[src/nvme_params.svh]
`ifndef NVME_PARAMS_SVH
`define NVME_PARAMS_SVH

// ring geometry
`define NVME_QDEPTH       16
`define NVME_QIDX_W       4

// bus widths
`define NVME_HOST_ADDR_W  48
`define NVME_MEM_ADDR_W   32
`define NVME_DB_W         32

// entry sizes in bits and bytes
`define NVME_SQE_W        512
`define NVME_CQE_W        128
`define NVME_SQE_BYTES    64
`define NVME_CQE_BYTES    16

// one 4 KiB buffer slot per cid, also the LBA size
`define NVME_PAGE_BYTES   4096
// write buffer region at 516 MiB
`define NVME_WRBUF_BASE   32'h2040_0000

// I/O queue 1 doorbells
`define NVME_SQ1TDBL      32'h0000_1008
`define NVME_CQ1HDBL      32'h0000_100c

`define NVME_OPC_WRITE    8'h01
`define NVME_NSID         32'd1

`endif
[src/nvme_pkg.sv]
`include "nvme_params.svh"

package nvme_pkg;

  typedef logic [`NVME_QIDX_W-1:0] qidx_t;

  // one bit per cid, flipped on every completion
  typedef logic [`NVME_QDEPTH-1:0] cid_vec_t;

  // declared high dword first so cdw0 sits at bit 0
  typedef struct packed {
    logic [31:0]  cdw15;
    logic [31:0]  cdw14;
    logic [31:0]  cdw13;
    // number of blocks, 0 means one block
    logic [31:0]  cdw12;
    // cdw10 and cdw11
    logic [63:0]  slba;
    logic [127:0] dptr;
    logic [63:0]  mptr;
    logic [63:0]  cdw2_3;
    logic [31:0]  nsid;
    // cid, psdt, fuse, opcode
    logic [31:0]  cdw0;
  } sqe_t;

  typedef struct packed {
    logic [14:0] status;
    logic        phase;
    logic [15:0] cid;
    logic [15:0] sq_id;
    logic [15:0] sq_head;
    logic [31:0] dw1;
    logic [31:0] dw0;
  } cqe_t;

  typedef enum logic [1:0] {idle, read_req, read_wait, doorbell} poll_state_t;

endpackage

[src/nvme_host_top.sv]
`timescale 1ns/10ps

`include "nvme_params.svh"

module nvme_host_top (
  input  logic                         clk,
  input  logic                         rstn,
  input  logic                         req_valid,
  input  logic [`NVME_HOST_ADDR_W-1:0] req_addr,
  output logic                         req_ready,
  output logic                         sq_wvalid,
  output logic [`NVME_MEM_ADDR_W-1:0]  sq_waddr,
  output nvme_pkg::sqe_t               sq_wdata,
  input  logic                         sq_wready,
  output logic                         sqdb_valid,
  output logic [`NVME_MEM_ADDR_W-1:0]  sqdb_addr,
  output logic [`NVME_DB_W-1:0]        sqdb_data,
  input  logic                         sqdb_ready,
  output logic                         cq_arvalid,
  output logic [`NVME_MEM_ADDR_W-1:0]  cq_araddr,
  input  logic                         cq_arready,
  input  logic                         cq_rvalid,
  input  nvme_pkg::cqe_t               cq_rdata,
  output logic                         cq_rready,
  output logic                         cqdb_valid,
  output logic [`NVME_MEM_ADDR_W-1:0]  cqdb_addr,
  output logic [`NVME_DB_W-1:0]        cqdb_data,
  input  logic                         cqdb_ready,
  output logic                         resp_valid,
  input  logic                         resp_ready
);

  nvme_pkg::qidx_t    sq_head;
  nvme_pkg::cid_vec_t cid_state;
  logic               sqe_written;
  logic               db_rung;

  sq_submit sq_submit_inst (
    .clk         (clk),
    .rstn        (rstn),
    .req_valid   (req_valid),
    .req_addr    (req_addr),
    .req_ready   (req_ready),
    .sq_head     (sq_head),
    .cid_state   (cid_state),
    .sq_wvalid   (sq_wvalid),
    .sq_waddr    (sq_waddr),
    .sq_wdata    (sq_wdata),
    .sq_wready   (sq_wready),
    .sqe_written (sqe_written)
  );

  sq_doorbell sq_doorbell_inst (
    .clk         (clk),
    .rstn        (rstn),
    .sqe_written (sqe_written),
    .sqdb_valid  (sqdb_valid),
    .sqdb_addr   (sqdb_addr),
    .sqdb_data   (sqdb_data),
    .sqdb_ready  (sqdb_ready),
    .db_rung     (db_rung)
  );

  cq_poller cq_poller_inst (
    .clk        (clk),
    .rstn       (rstn),
    .db_rung    (db_rung),
    .cq_arvalid (cq_arvalid),
    .cq_araddr  (cq_araddr),
    .cq_arready (cq_arready),
    .cq_rvalid  (cq_rvalid),
    .cq_rdata   (cq_rdata),
    .cq_rready  (cq_rready),
    .cqdb_valid (cqdb_valid),
    .cqdb_addr  (cqdb_addr),
    .cqdb_data  (cqdb_data),
    .cqdb_ready (cqdb_ready),
    .sq_head    (sq_head),
    .cid_state  (cid_state)
  );

  write_response write_response_inst (
    .clk        (clk),
    .rstn       (rstn),
    .cid_state  (cid_state),
    .resp_valid (resp_valid),
    .resp_ready (resp_ready)
  );

endmodule

[src/write_response.sv]
`timescale 1ns/10ps

module write_response (
  input  logic               clk,
  input  logic               rstn,
  input  nvme_pkg::cid_vec_t cid_state,
  output logic               resp_valid,
  input  logic               resp_ready
);

  nvme_pkg::qidx_t resp_idx;
  logic            resp_phase;
  logic            resp_xfer;

  // walks the cids in issue order
  ring_index resp_ring (
    .clk   (clk),
    .rstn  (rstn),
    .step  (resp_xfer),
    .idx   (resp_idx),
    .phase (resp_phase)
  );

  // cid at the index has completed on this lap
  assign resp_valid = (cid_state[resp_idx] != resp_phase);
  assign resp_xfer  = resp_valid & resp_ready;

endmodule

[src/cq_poller.sv]
`timescale 1ns/10ps

`include "nvme_params.svh"

module cq_poller (
  input  logic                        clk,
  input  logic                        rstn,
  input  logic                        db_rung,
  output logic                        cq_arvalid,
  output logic [`NVME_MEM_ADDR_W-1:0] cq_araddr,
  input  logic                        cq_arready,
  input  logic                        cq_rvalid,
  input  nvme_pkg::cqe_t              cq_rdata,
  output logic                        cq_rready,
  output logic                        cqdb_valid,
  output logic [`NVME_MEM_ADDR_W-1:0] cqdb_addr,
  output logic [`NVME_DB_W-1:0]       cqdb_data,
  input  logic                        cqdb_ready,
  output nvme_pkg::qidx_t             sq_head,
  output nvme_pkg::cid_vec_t          cid_state
);

  nvme_pkg::poll_state_t state;
  nvme_pkg::poll_state_t state_nxt;
  nvme_pkg::qidx_t       cq_head;
  nvme_pkg::qidx_t       cqe_cid;
  logic                  head_phase;
  // commands rung but not yet seen in the CQ
  logic [`NVME_QIDX_W:0] pending;
  logic                  cq_rxfer;
  logic                  entry_new;
  logic                  cqe_taken;

  ring_index cq_ring (
    .clk   (clk),
    .rstn  (rstn),
    .step  (cqe_taken),
    .idx   (cq_head),
    .phase (head_phase)
  );

  assign cq_rxfer  = cq_rvalid & cq_rready;
  // controller writes the inverted phase on each new lap
  assign entry_new = (cq_rdata.phase != head_phase);
  assign cqe_taken = cq_rxfer & entry_new;
  assign cqe_cid   = cq_rdata.cid[`NVME_QIDX_W-1:0];

  assign cq_arvalid = (state == nvme_pkg::read_req);
  assign cq_rready  = (state == nvme_pkg::read_wait);
  assign cqdb_valid = (state == nvme_pkg::doorbell);

  assign cq_araddr = `NVME_MEM_ADDR_W'(cq_head) * `NVME_MEM_ADDR_W'(`NVME_CQE_BYTES);
  // head already advanced when the entry was taken
  assign cqdb_addr = `NVME_CQ1HDBL;
  assign cqdb_data = `NVME_DB_W'(cq_head);

  always_comb begin
    state_nxt = state;
    case (state)
      nvme_pkg::idle: begin
        if (pending != '0) begin
          state_nxt = nvme_pkg::read_req;
        end
      end
      nvme_pkg::read_req: begin
        if (cq_arvalid && cq_arready) begin
          state_nxt = nvme_pkg::read_wait;
        end
      end
      nvme_pkg::read_wait: begin
        // stale entry means poll the same slot again
        if (cq_rxfer) begin
          state_nxt = entry_new ? nvme_pkg::doorbell : nvme_pkg::read_req;
        end
      end
      default: begin
        if (cqdb_valid && cqdb_ready) begin
          state_nxt = nvme_pkg::idle;
        end
      end
    endcase
  end

  always_ff @(posedge clk or negedge rstn) begin
    if (!rstn) begin
      state     <= nvme_pkg::idle;
      pending   <= '0;
      sq_head   <= '0;
      cid_state <= '0;
    end else begin
      state <= state_nxt;
      if (db_rung && !cqe_taken) begin
        pending <= pending + 1'b1;
      end else if (!db_rung && cqe_taken) begin
        pending <= pending - 1'b1;
      end
      if (cqe_taken) begin
        sq_head            <= cq_rdata.sq_head[`NVME_QIDX_W-1:0];
        cid_state[cqe_cid] <= ~cid_state[cqe_cid];
      end
    end
  end

endmodule

[src/sq_doorbell.sv]
`timescale 1ns/10ps

`include "nvme_params.svh"

module sq_doorbell (
  input  logic                        clk,
  input  logic                        rstn,
  input  logic                        sqe_written,
  output logic                        sqdb_valid,
  output logic [`NVME_MEM_ADDR_W-1:0] sqdb_addr,
  output logic [`NVME_DB_W-1:0]       sqdb_data,
  input  logic                        sqdb_ready,
  output logic                        db_rung
);

  // written entries not yet announced to the controller
  logic [`NVME_QIDX_W:0] backlog;
  nvme_pkg::qidx_t       db_idx;
  nvme_pkg::qidx_t       db_tail;

  ring_index db_ring (
    .clk   (clk),
    .rstn  (rstn),
    .step  (db_rung),
    .idx   (db_idx),
    .phase ()
  );

  assign sqdb_valid = (backlog != '0);
  assign db_rung    = sqdb_valid & sqdb_ready;

  // new tail is one past the entry being announced
  assign db_tail   = db_idx + 1'b1;
  assign sqdb_addr = `NVME_SQ1TDBL;
  assign sqdb_data = `NVME_DB_W'(db_tail);

  always_ff @(posedge clk or negedge rstn) begin
    if (!rstn) begin
      backlog <= '0;
    end else if (sqe_written && !db_rung) begin
      backlog <= backlog + 1'b1;
    end else if (!sqe_written && db_rung) begin
      backlog <= backlog - 1'b1;
    end
  end

endmodule

[src/sq_submit.sv]
`timescale 1ns/10ps

`include "nvme_params.svh"

module sq_submit (
  input  logic                         clk,
  input  logic                         rstn,
  input  logic                         req_valid,
  input  logic [`NVME_HOST_ADDR_W-1:0] req_addr,
  output logic                         req_ready,
  input  nvme_pkg::qidx_t              sq_head,
  input  nvme_pkg::cid_vec_t           cid_state,
  output logic                         sq_wvalid,
  output logic [`NVME_MEM_ADDR_W-1:0]  sq_waddr,
  output nvme_pkg::sqe_t               sq_wdata,
  input  logic                         sq_wready,
  output logic                         sqe_written
);

  nvme_pkg::qidx_t tail;
  nvme_pkg::qidx_t tail_next;
  logic            tail_phase;
  logic            sq_not_full;
  logic            cid_free;
  logic            admit;

  // tail doubles as the cid, both advance on every accepted write
  ring_index tail_ring (
    .clk   (clk),
    .rstn  (rstn),
    .step  (sqe_written),
    .idx   (tail),
    .phase (tail_phase)
  );

  // 4-bit add wraps modulo the ring depth
  assign tail_next   = tail + 1'b1;
  assign sq_not_full = (tail_next != sq_head);
  // cid is free once its completion bit caught up with the tail lap
  assign cid_free    = (cid_state[tail] == tail_phase);
  assign admit       = sq_not_full & cid_free;

  // request and SQE write transfer on the same edge
  assign sq_wvalid   = req_valid & admit;
  assign req_ready   = sq_wvalid & sq_wready;
  assign sqe_written = sq_wvalid & sq_wready;

  assign sq_waddr = `NVME_MEM_ADDR_W'(tail) * `NVME_MEM_ADDR_W'(`NVME_SQE_BYTES);

  always_comb begin
    sq_wdata = '0;
    // prp data pointer, not fused
    sq_wdata.cdw0 = {16'(tail), 2'b00, 4'b0000, 2'b00, `NVME_OPC_WRITE};
    sq_wdata.nsid = `NVME_NSID;
    // one buffer slot per SQ entry
    sq_wdata.dptr = 128'(`NVME_WRBUF_BASE)
                  + 128'(tail) * 128'(`NVME_PAGE_BYTES);
    sq_wdata.slba = 64'(req_addr >> $clog2(`NVME_PAGE_BYTES));
  end

endmodule

[src/ring_index.sv]
`timescale 1ns/10ps

`include "nvme_params.svh"

module ring_index (
  input  logic            clk,
  input  logic            rstn,
  input  logic            step,
  output nvme_pkg::qidx_t idx,
  output logic            phase
);

  always_ff @(posedge clk or negedge rstn) begin
    if (!rstn) begin
      idx   <= '0;
      phase <= 1'b0;
    end else if (step) begin
      // phase marks which lap of the ring we are on
      if (idx == nvme_pkg::qidx_t'(`NVME_QDEPTH - 1)) begin
        idx   <= '0;
        phase <= ~phase;
      end else begin
        idx <= idx + 1'b1;
      end
    end
  end

endmodule

[config.mk]
export PLATFORM = sky130hd
export DESIGN_NAME = nvme_host_top
export DESIGN_NICKNAME = d
export VERILOG_FILES = /design/src/nvme_pkg.sv /design/src/nvme_host_top.sv /design/src/write_response.sv /design/src/cq_poller.sv /design/src/sq_doorbell.sv /design/src/sq_submit.sv /design/src/ring_index.sv
export VERILOG_INCLUDE_DIRS = /design/src
export SDC_FILE = /design/constraint.sdc
export NUM_CORES = 1
export LEC_CHECK = 0
export BUFFER_PORTS_ARGS = -buffer_cell sky130_fd_sc_hd__buf_2
export CORE_AREA = 4 4 350 352
export DETAILED_ROUTE_END_ITERATION = 7
export DIE_AREA = 0 0 354 356
export PLACE_DENSITY = 0.3
export SYNTH_ARGS = -nofsm -noshare
export SYNTH_HDL_FRONTEND = slang
export SYNTH_SLANG_ARGS = --single-unit
export TNS_END_PERCENT = 30
[constraint.sdc]
create_clock -name clk -period 3.2 [get_ports clk]
set_input_delay 0.32 -clock clk [delete_from_list [all_inputs] [get_ports clk]]
set_output_delay 0.32 -clock clk [all_outputs]
set_load 0.1 [all_outputs]
==> impl_summary.md <==
STA
The post-route clock skew is between 0.008 and 0.009 ns. Hold is met by 0.0696 ns. The maximum clock frequency is 318 MHz. The number of setup violations in the final report is 0. The number of max-slew violations in the final report is 0. The worst slew margin relative to its limit is 46.9%. After layout, the worst setup slack is 0.0567 ns. In the finished design, the share of the clock period the worst path needs comes to between 90% and 100%.

Setup repair after global routing could not meet its margin everywhere. The number of endpoints with negative hold slack in the final report is 0. The actual slew at the worst max-slew pin is 0.797 ns.

The clock period minus worst slack is roughly 3.1 ns.

Synth
The top cell type by area accounts for 61.8% of the synthesized area. sky130_fd_sc_hd__buf_4 takes more of the synthesized area than any other cell. After technology mapping, the gate count stands at 1,004. sky130_fd_sc_hd__buf_4 is the most common cell in the netlist. The most used flip-flop cell after synthesis is sky130_fd_sc_hd__dfrtp_1. Ranked by total cell area, the synthesized netlist is headed by sky130_fd_sc_hd__buf_4 62%, sky130_fd_sc_hd__dfrtp_1 15%, sky130_fd_sc_hd__mux2_2 3.7%. In this run the mean area of a mapped cell was roughly 8.4 sq um. Summing the sequential cell areas from Yosys gives ~15% of the chip area. The synthesis-stage register bit count is 51. Sorting the synthesized cells by how often they occur yields 693 x sky130_fd_sc_hd__buf_4, 51 x sky130_fd_sc_hd__dfrtp_1, 41 x sky130_fd_sc_hd__nand2_1, 28 x sky130_fd_sc_hd__mux2_2, 17 x sky130_fd_sc_hd__inv_1. After synthesis, the netlist uses 48 different library cells. Counting flops with a built-in enable in the synthesized netlist gives 0.

The total standard cell area after synthesis is between 8000 and 9000 sq um. The total of warnings raised by yosys is 0. Counting flops with an async set or reset pin after synthesis yields a share of 100%.

Drt
The initial detailed-routing violation count is 98. Using the TritonRoute via totals, the vias-per-cell ratio works out to 1.60. Wires add up to roughly 19,000 microns.

The first TritonRoute pass finished after 5 iterations. Dividing the detail-routed wire length by the instance count gives between 7 and 8 microns. The total number of vias is about 4,200. In the routed design, unresolved DRC markers number 0. The antenna violation net count after detailed routing is 0.

Placement
The setup slack after placement is -0.164 ns. The placed standard-cell area is 8180 sq um. At the end of routability-driven placement, the weighted congestion stood at 0.647. The post-placement cell count is 2,632. Once detailed placement completed, the half-perimeter wirelength came to 16,000 microns. The number of port buffers is 48.

Cells and area
Compared with the post-synthesis result, the final layout area differs by -0.208%. After the flow finishes, the layout carries non-filler instances totaling 2,644. Cells fill 7.04% of the core in the end. The proportion of layout cells with a drive suffix above 1 is ~14%. The final layout contains 1,232 nets.

Once layout is done, the placed cells without fillers occupy about 8400 sq um.

Worst setup path
At the worst endpoint, the arrival time is 3.35 ns. The startpoint of the most critical setup path is sq_submit_inst.tail_ring.idx[0]. The highest-delay cell along the critical path is sky130_fd_sc_hd__dfrtp_4. The critical setup path kind is flop to flop. Walking the worst path, the cells encountered are buf_12 -> mux4_2 -> mux2i_4 -> mux2i_2 -> xor2_2 -> nor2_4 -> buf_12 -> ha_4 -> fa_2 -> inv_2 -> a21o_1 -> a21oi_2 -> xnor2_1 -> nor2_1 -> xor2_1. The cell class contributing the biggest share of worst-path delay is multiplexers.

The buffers plus inverters on the worst setup path is 3. The cell repeated most along the worst path is sky130_fd_sc_hd__buf_12. The kind of start point of the critical path is a flop. The required time reported for the critical path endpoint is 3.41 ns. The worst register-to-register path begins at sq_submit_inst.tail_ring.idx[0]. The critical path capture point type is a flop.

The worst-path maximum fanout is 4. In this design, the stage delay of the slowest critical-path cell is 0.49 ns.

Power
Cell internal power was estimated by the tool at 2410 uW. The leakage power is about 0.004 uW. Combinational logic burns between 70% and 80% of the power.

Net switching is 72.8% of the power. The worst vdd rail ir drop is 621 uV. The power per unit of standard cell area is about 1100 nW/um^2. The net load switching power is 6440 uW.

The power share of the clock group is 7.0%. Registers are responsible for roughly 14% of the overall power.

Global route
The first global-routing pass estimated 22,100 microns of wire. In the global route stage, met1 resource usage came out at ~2.9%. The number of global-route vias before repair came to 3,146. Entering global routing, the biggest net connects 52 pins. The layer carrying the most global-route usage is met2. Global routing used 2.46% of the available tracks. The number of antenna violations at the first check in global routing is 10. For this run, global-route usage on met2 was measured as 3.66%. Summed over all layers, the global routing overflow is 0. For this run, global-route usage on met3 was measured as 1.48%.

Run status
The flow ran to the end, and the final reports show no timing, DRC or antenna violations.

Die
The floorplan has between 100 and 150 rows. The area of the die is 126,000 sq um. The die outline width is 354 microns. The effective utilization at floorplan is 7.05%. 896 I/O pins were placed. The total area inside the core boundary comes to approximately 120,000 sq um.

The height of the die is between 300 and 400 microns.

Clock tree
The clock edge transition at the registers on the reported setup and hold paths is 0.08 ns. The clock drives 51 sinks. The longest clock path from root to sink contains 2 buffers. The clock tree from TritonCTS is built. After clock tree synthesis, the flow added hold-fix buffers numbering 0.

The clock latency on the worst-skew pair is 0.32 ns. The tree is rooted in a sky130_fd_sc_hd__clkbuf_16. The H-tree was split into 2 levels.

The number of clock buffers inserted by TritonCTS is 5.

Worst hold path
The kind of path behind the tightest hold check is primary input to asynchronous set/reset pin.

Job
Across the run, the number of max-cap violations was 0.
[per-stage QoR]
step	total power, uW	setup TNS, ns
6_report	8850	0
3_3_place_gp	8190	-0.213
5_1_grt	9310	-0.163
3_5_place_dp	8170	-0.261
2_1_floorplan	8100	-1.55
4_1_cts	8930	0
[routing by layer]
layer / up-vias / part of all wire (%)
li1: 1899 / -
met1: 1909 / 36
met2: 393 / 44
met3: 38 / 17
met4: 0 / 3.1
met5: - / 0
[repair_timing]
item / 4_1_cts / 5_1_grt
resized for setup: 5 / 4
setup buffers: 1 / 1
endpoints found under the hold margin: 0 / 0
pin swaps: 3 / 5
endpoints found under the setup margin: 2 / 3
[power groups by stage]
stage                     Sequential, uW  Combinational [uW]  Clock [uW]
after floorplan                     1390                6710           0
after global placement              1300                6890           0
after detailed placement            1290                6880           0
after CTS                           1290                6960         677
after global routing                1310                7300         695
final                               1250                6980         622
[state kept, by name (all words and copies together) (netlist names)]
register,flops
cq_poller_inst.state,2
cq_poller_inst.sq_head,4
cq_poller_inst.cid_state,16
sq_doorbell_inst.backlog,5
sq_submit_inst.tail_ring.phase,1
cq_poller_inst.cq_ring.idx,4
write_response_inst.resp_ring.phase,1
write_response_inst.resp_ring.idx,4
sq_submit_inst.tail_ring.idx,4
sq_doorbell_inst.db_ring.idx,4
cq_poller_inst.cq_ring.phase,1
cq_poller_inst.pending,5
[final timing paths]
kind / slack [ns] / depth (start not counted) / end
max: 0.06 / 15 / sq_doorbell_inst.backlog[4]
min: 0.07 / 1 / cq_poller_inst.cq_ring.phase
max reg2reg: 0.06 / 15 / sq_doorbell_inst.backlog[4]
min reg2reg: 0.48 / 1 / sq_doorbell_inst.backlog[4]
max in group asynchronous: 2.50 / 1 / sq_submit_inst.tail_ring.idx[0]
min in group clk: 0.19 / 3 / cq_poller_inst.sq_head[0]
[area by class of cell]
| type | instances | area [sq um] |
|---|---|---|
| multi-input combinational | 870 | 4310 |
| tap | 1612 | 2020 |
| clock inverter | 3 | 22.5 |
| antenna | 2 | 5.00 |
| inverter | 17 | 66.3 |
| clock buffer | 5 | 125 |
| sequential | 51 | 1290 |
| timing repair buffer | 84 | 568 |
| fill | 14000 | 111000 |
[logic make-up after synthesis]
family | share of synthesized area (%)
other | 0.0892
adders and majority gates | 2.85
AOI/OAI and AO/OA | 3.86
buffers and inverters | 63.4
DFF | 15.2
and+or+nand+nor | 4.99
muxes | 7.07
xor gates and xnor gates | 2.60
[layout by cell type, fill, tap and decap left out, drive strengths merged, types with 3 or more instances in the layout]
cell and instances:
xor2 11, a21o 6, nor4 4, mux2i 8
nor2 14, ha 16, nor3 6, dfrtp 51
nand4 4, mux2 28, inv 19, o31ai 3
conb 644, clkbuf 5, o21ai 14, mux4 8
nand3 8, nand2 41, xnor2 14, a21oi 10
buf 84, nand2b 3, and3 3
Note: power is estimated with default switching activity, not from simulation.
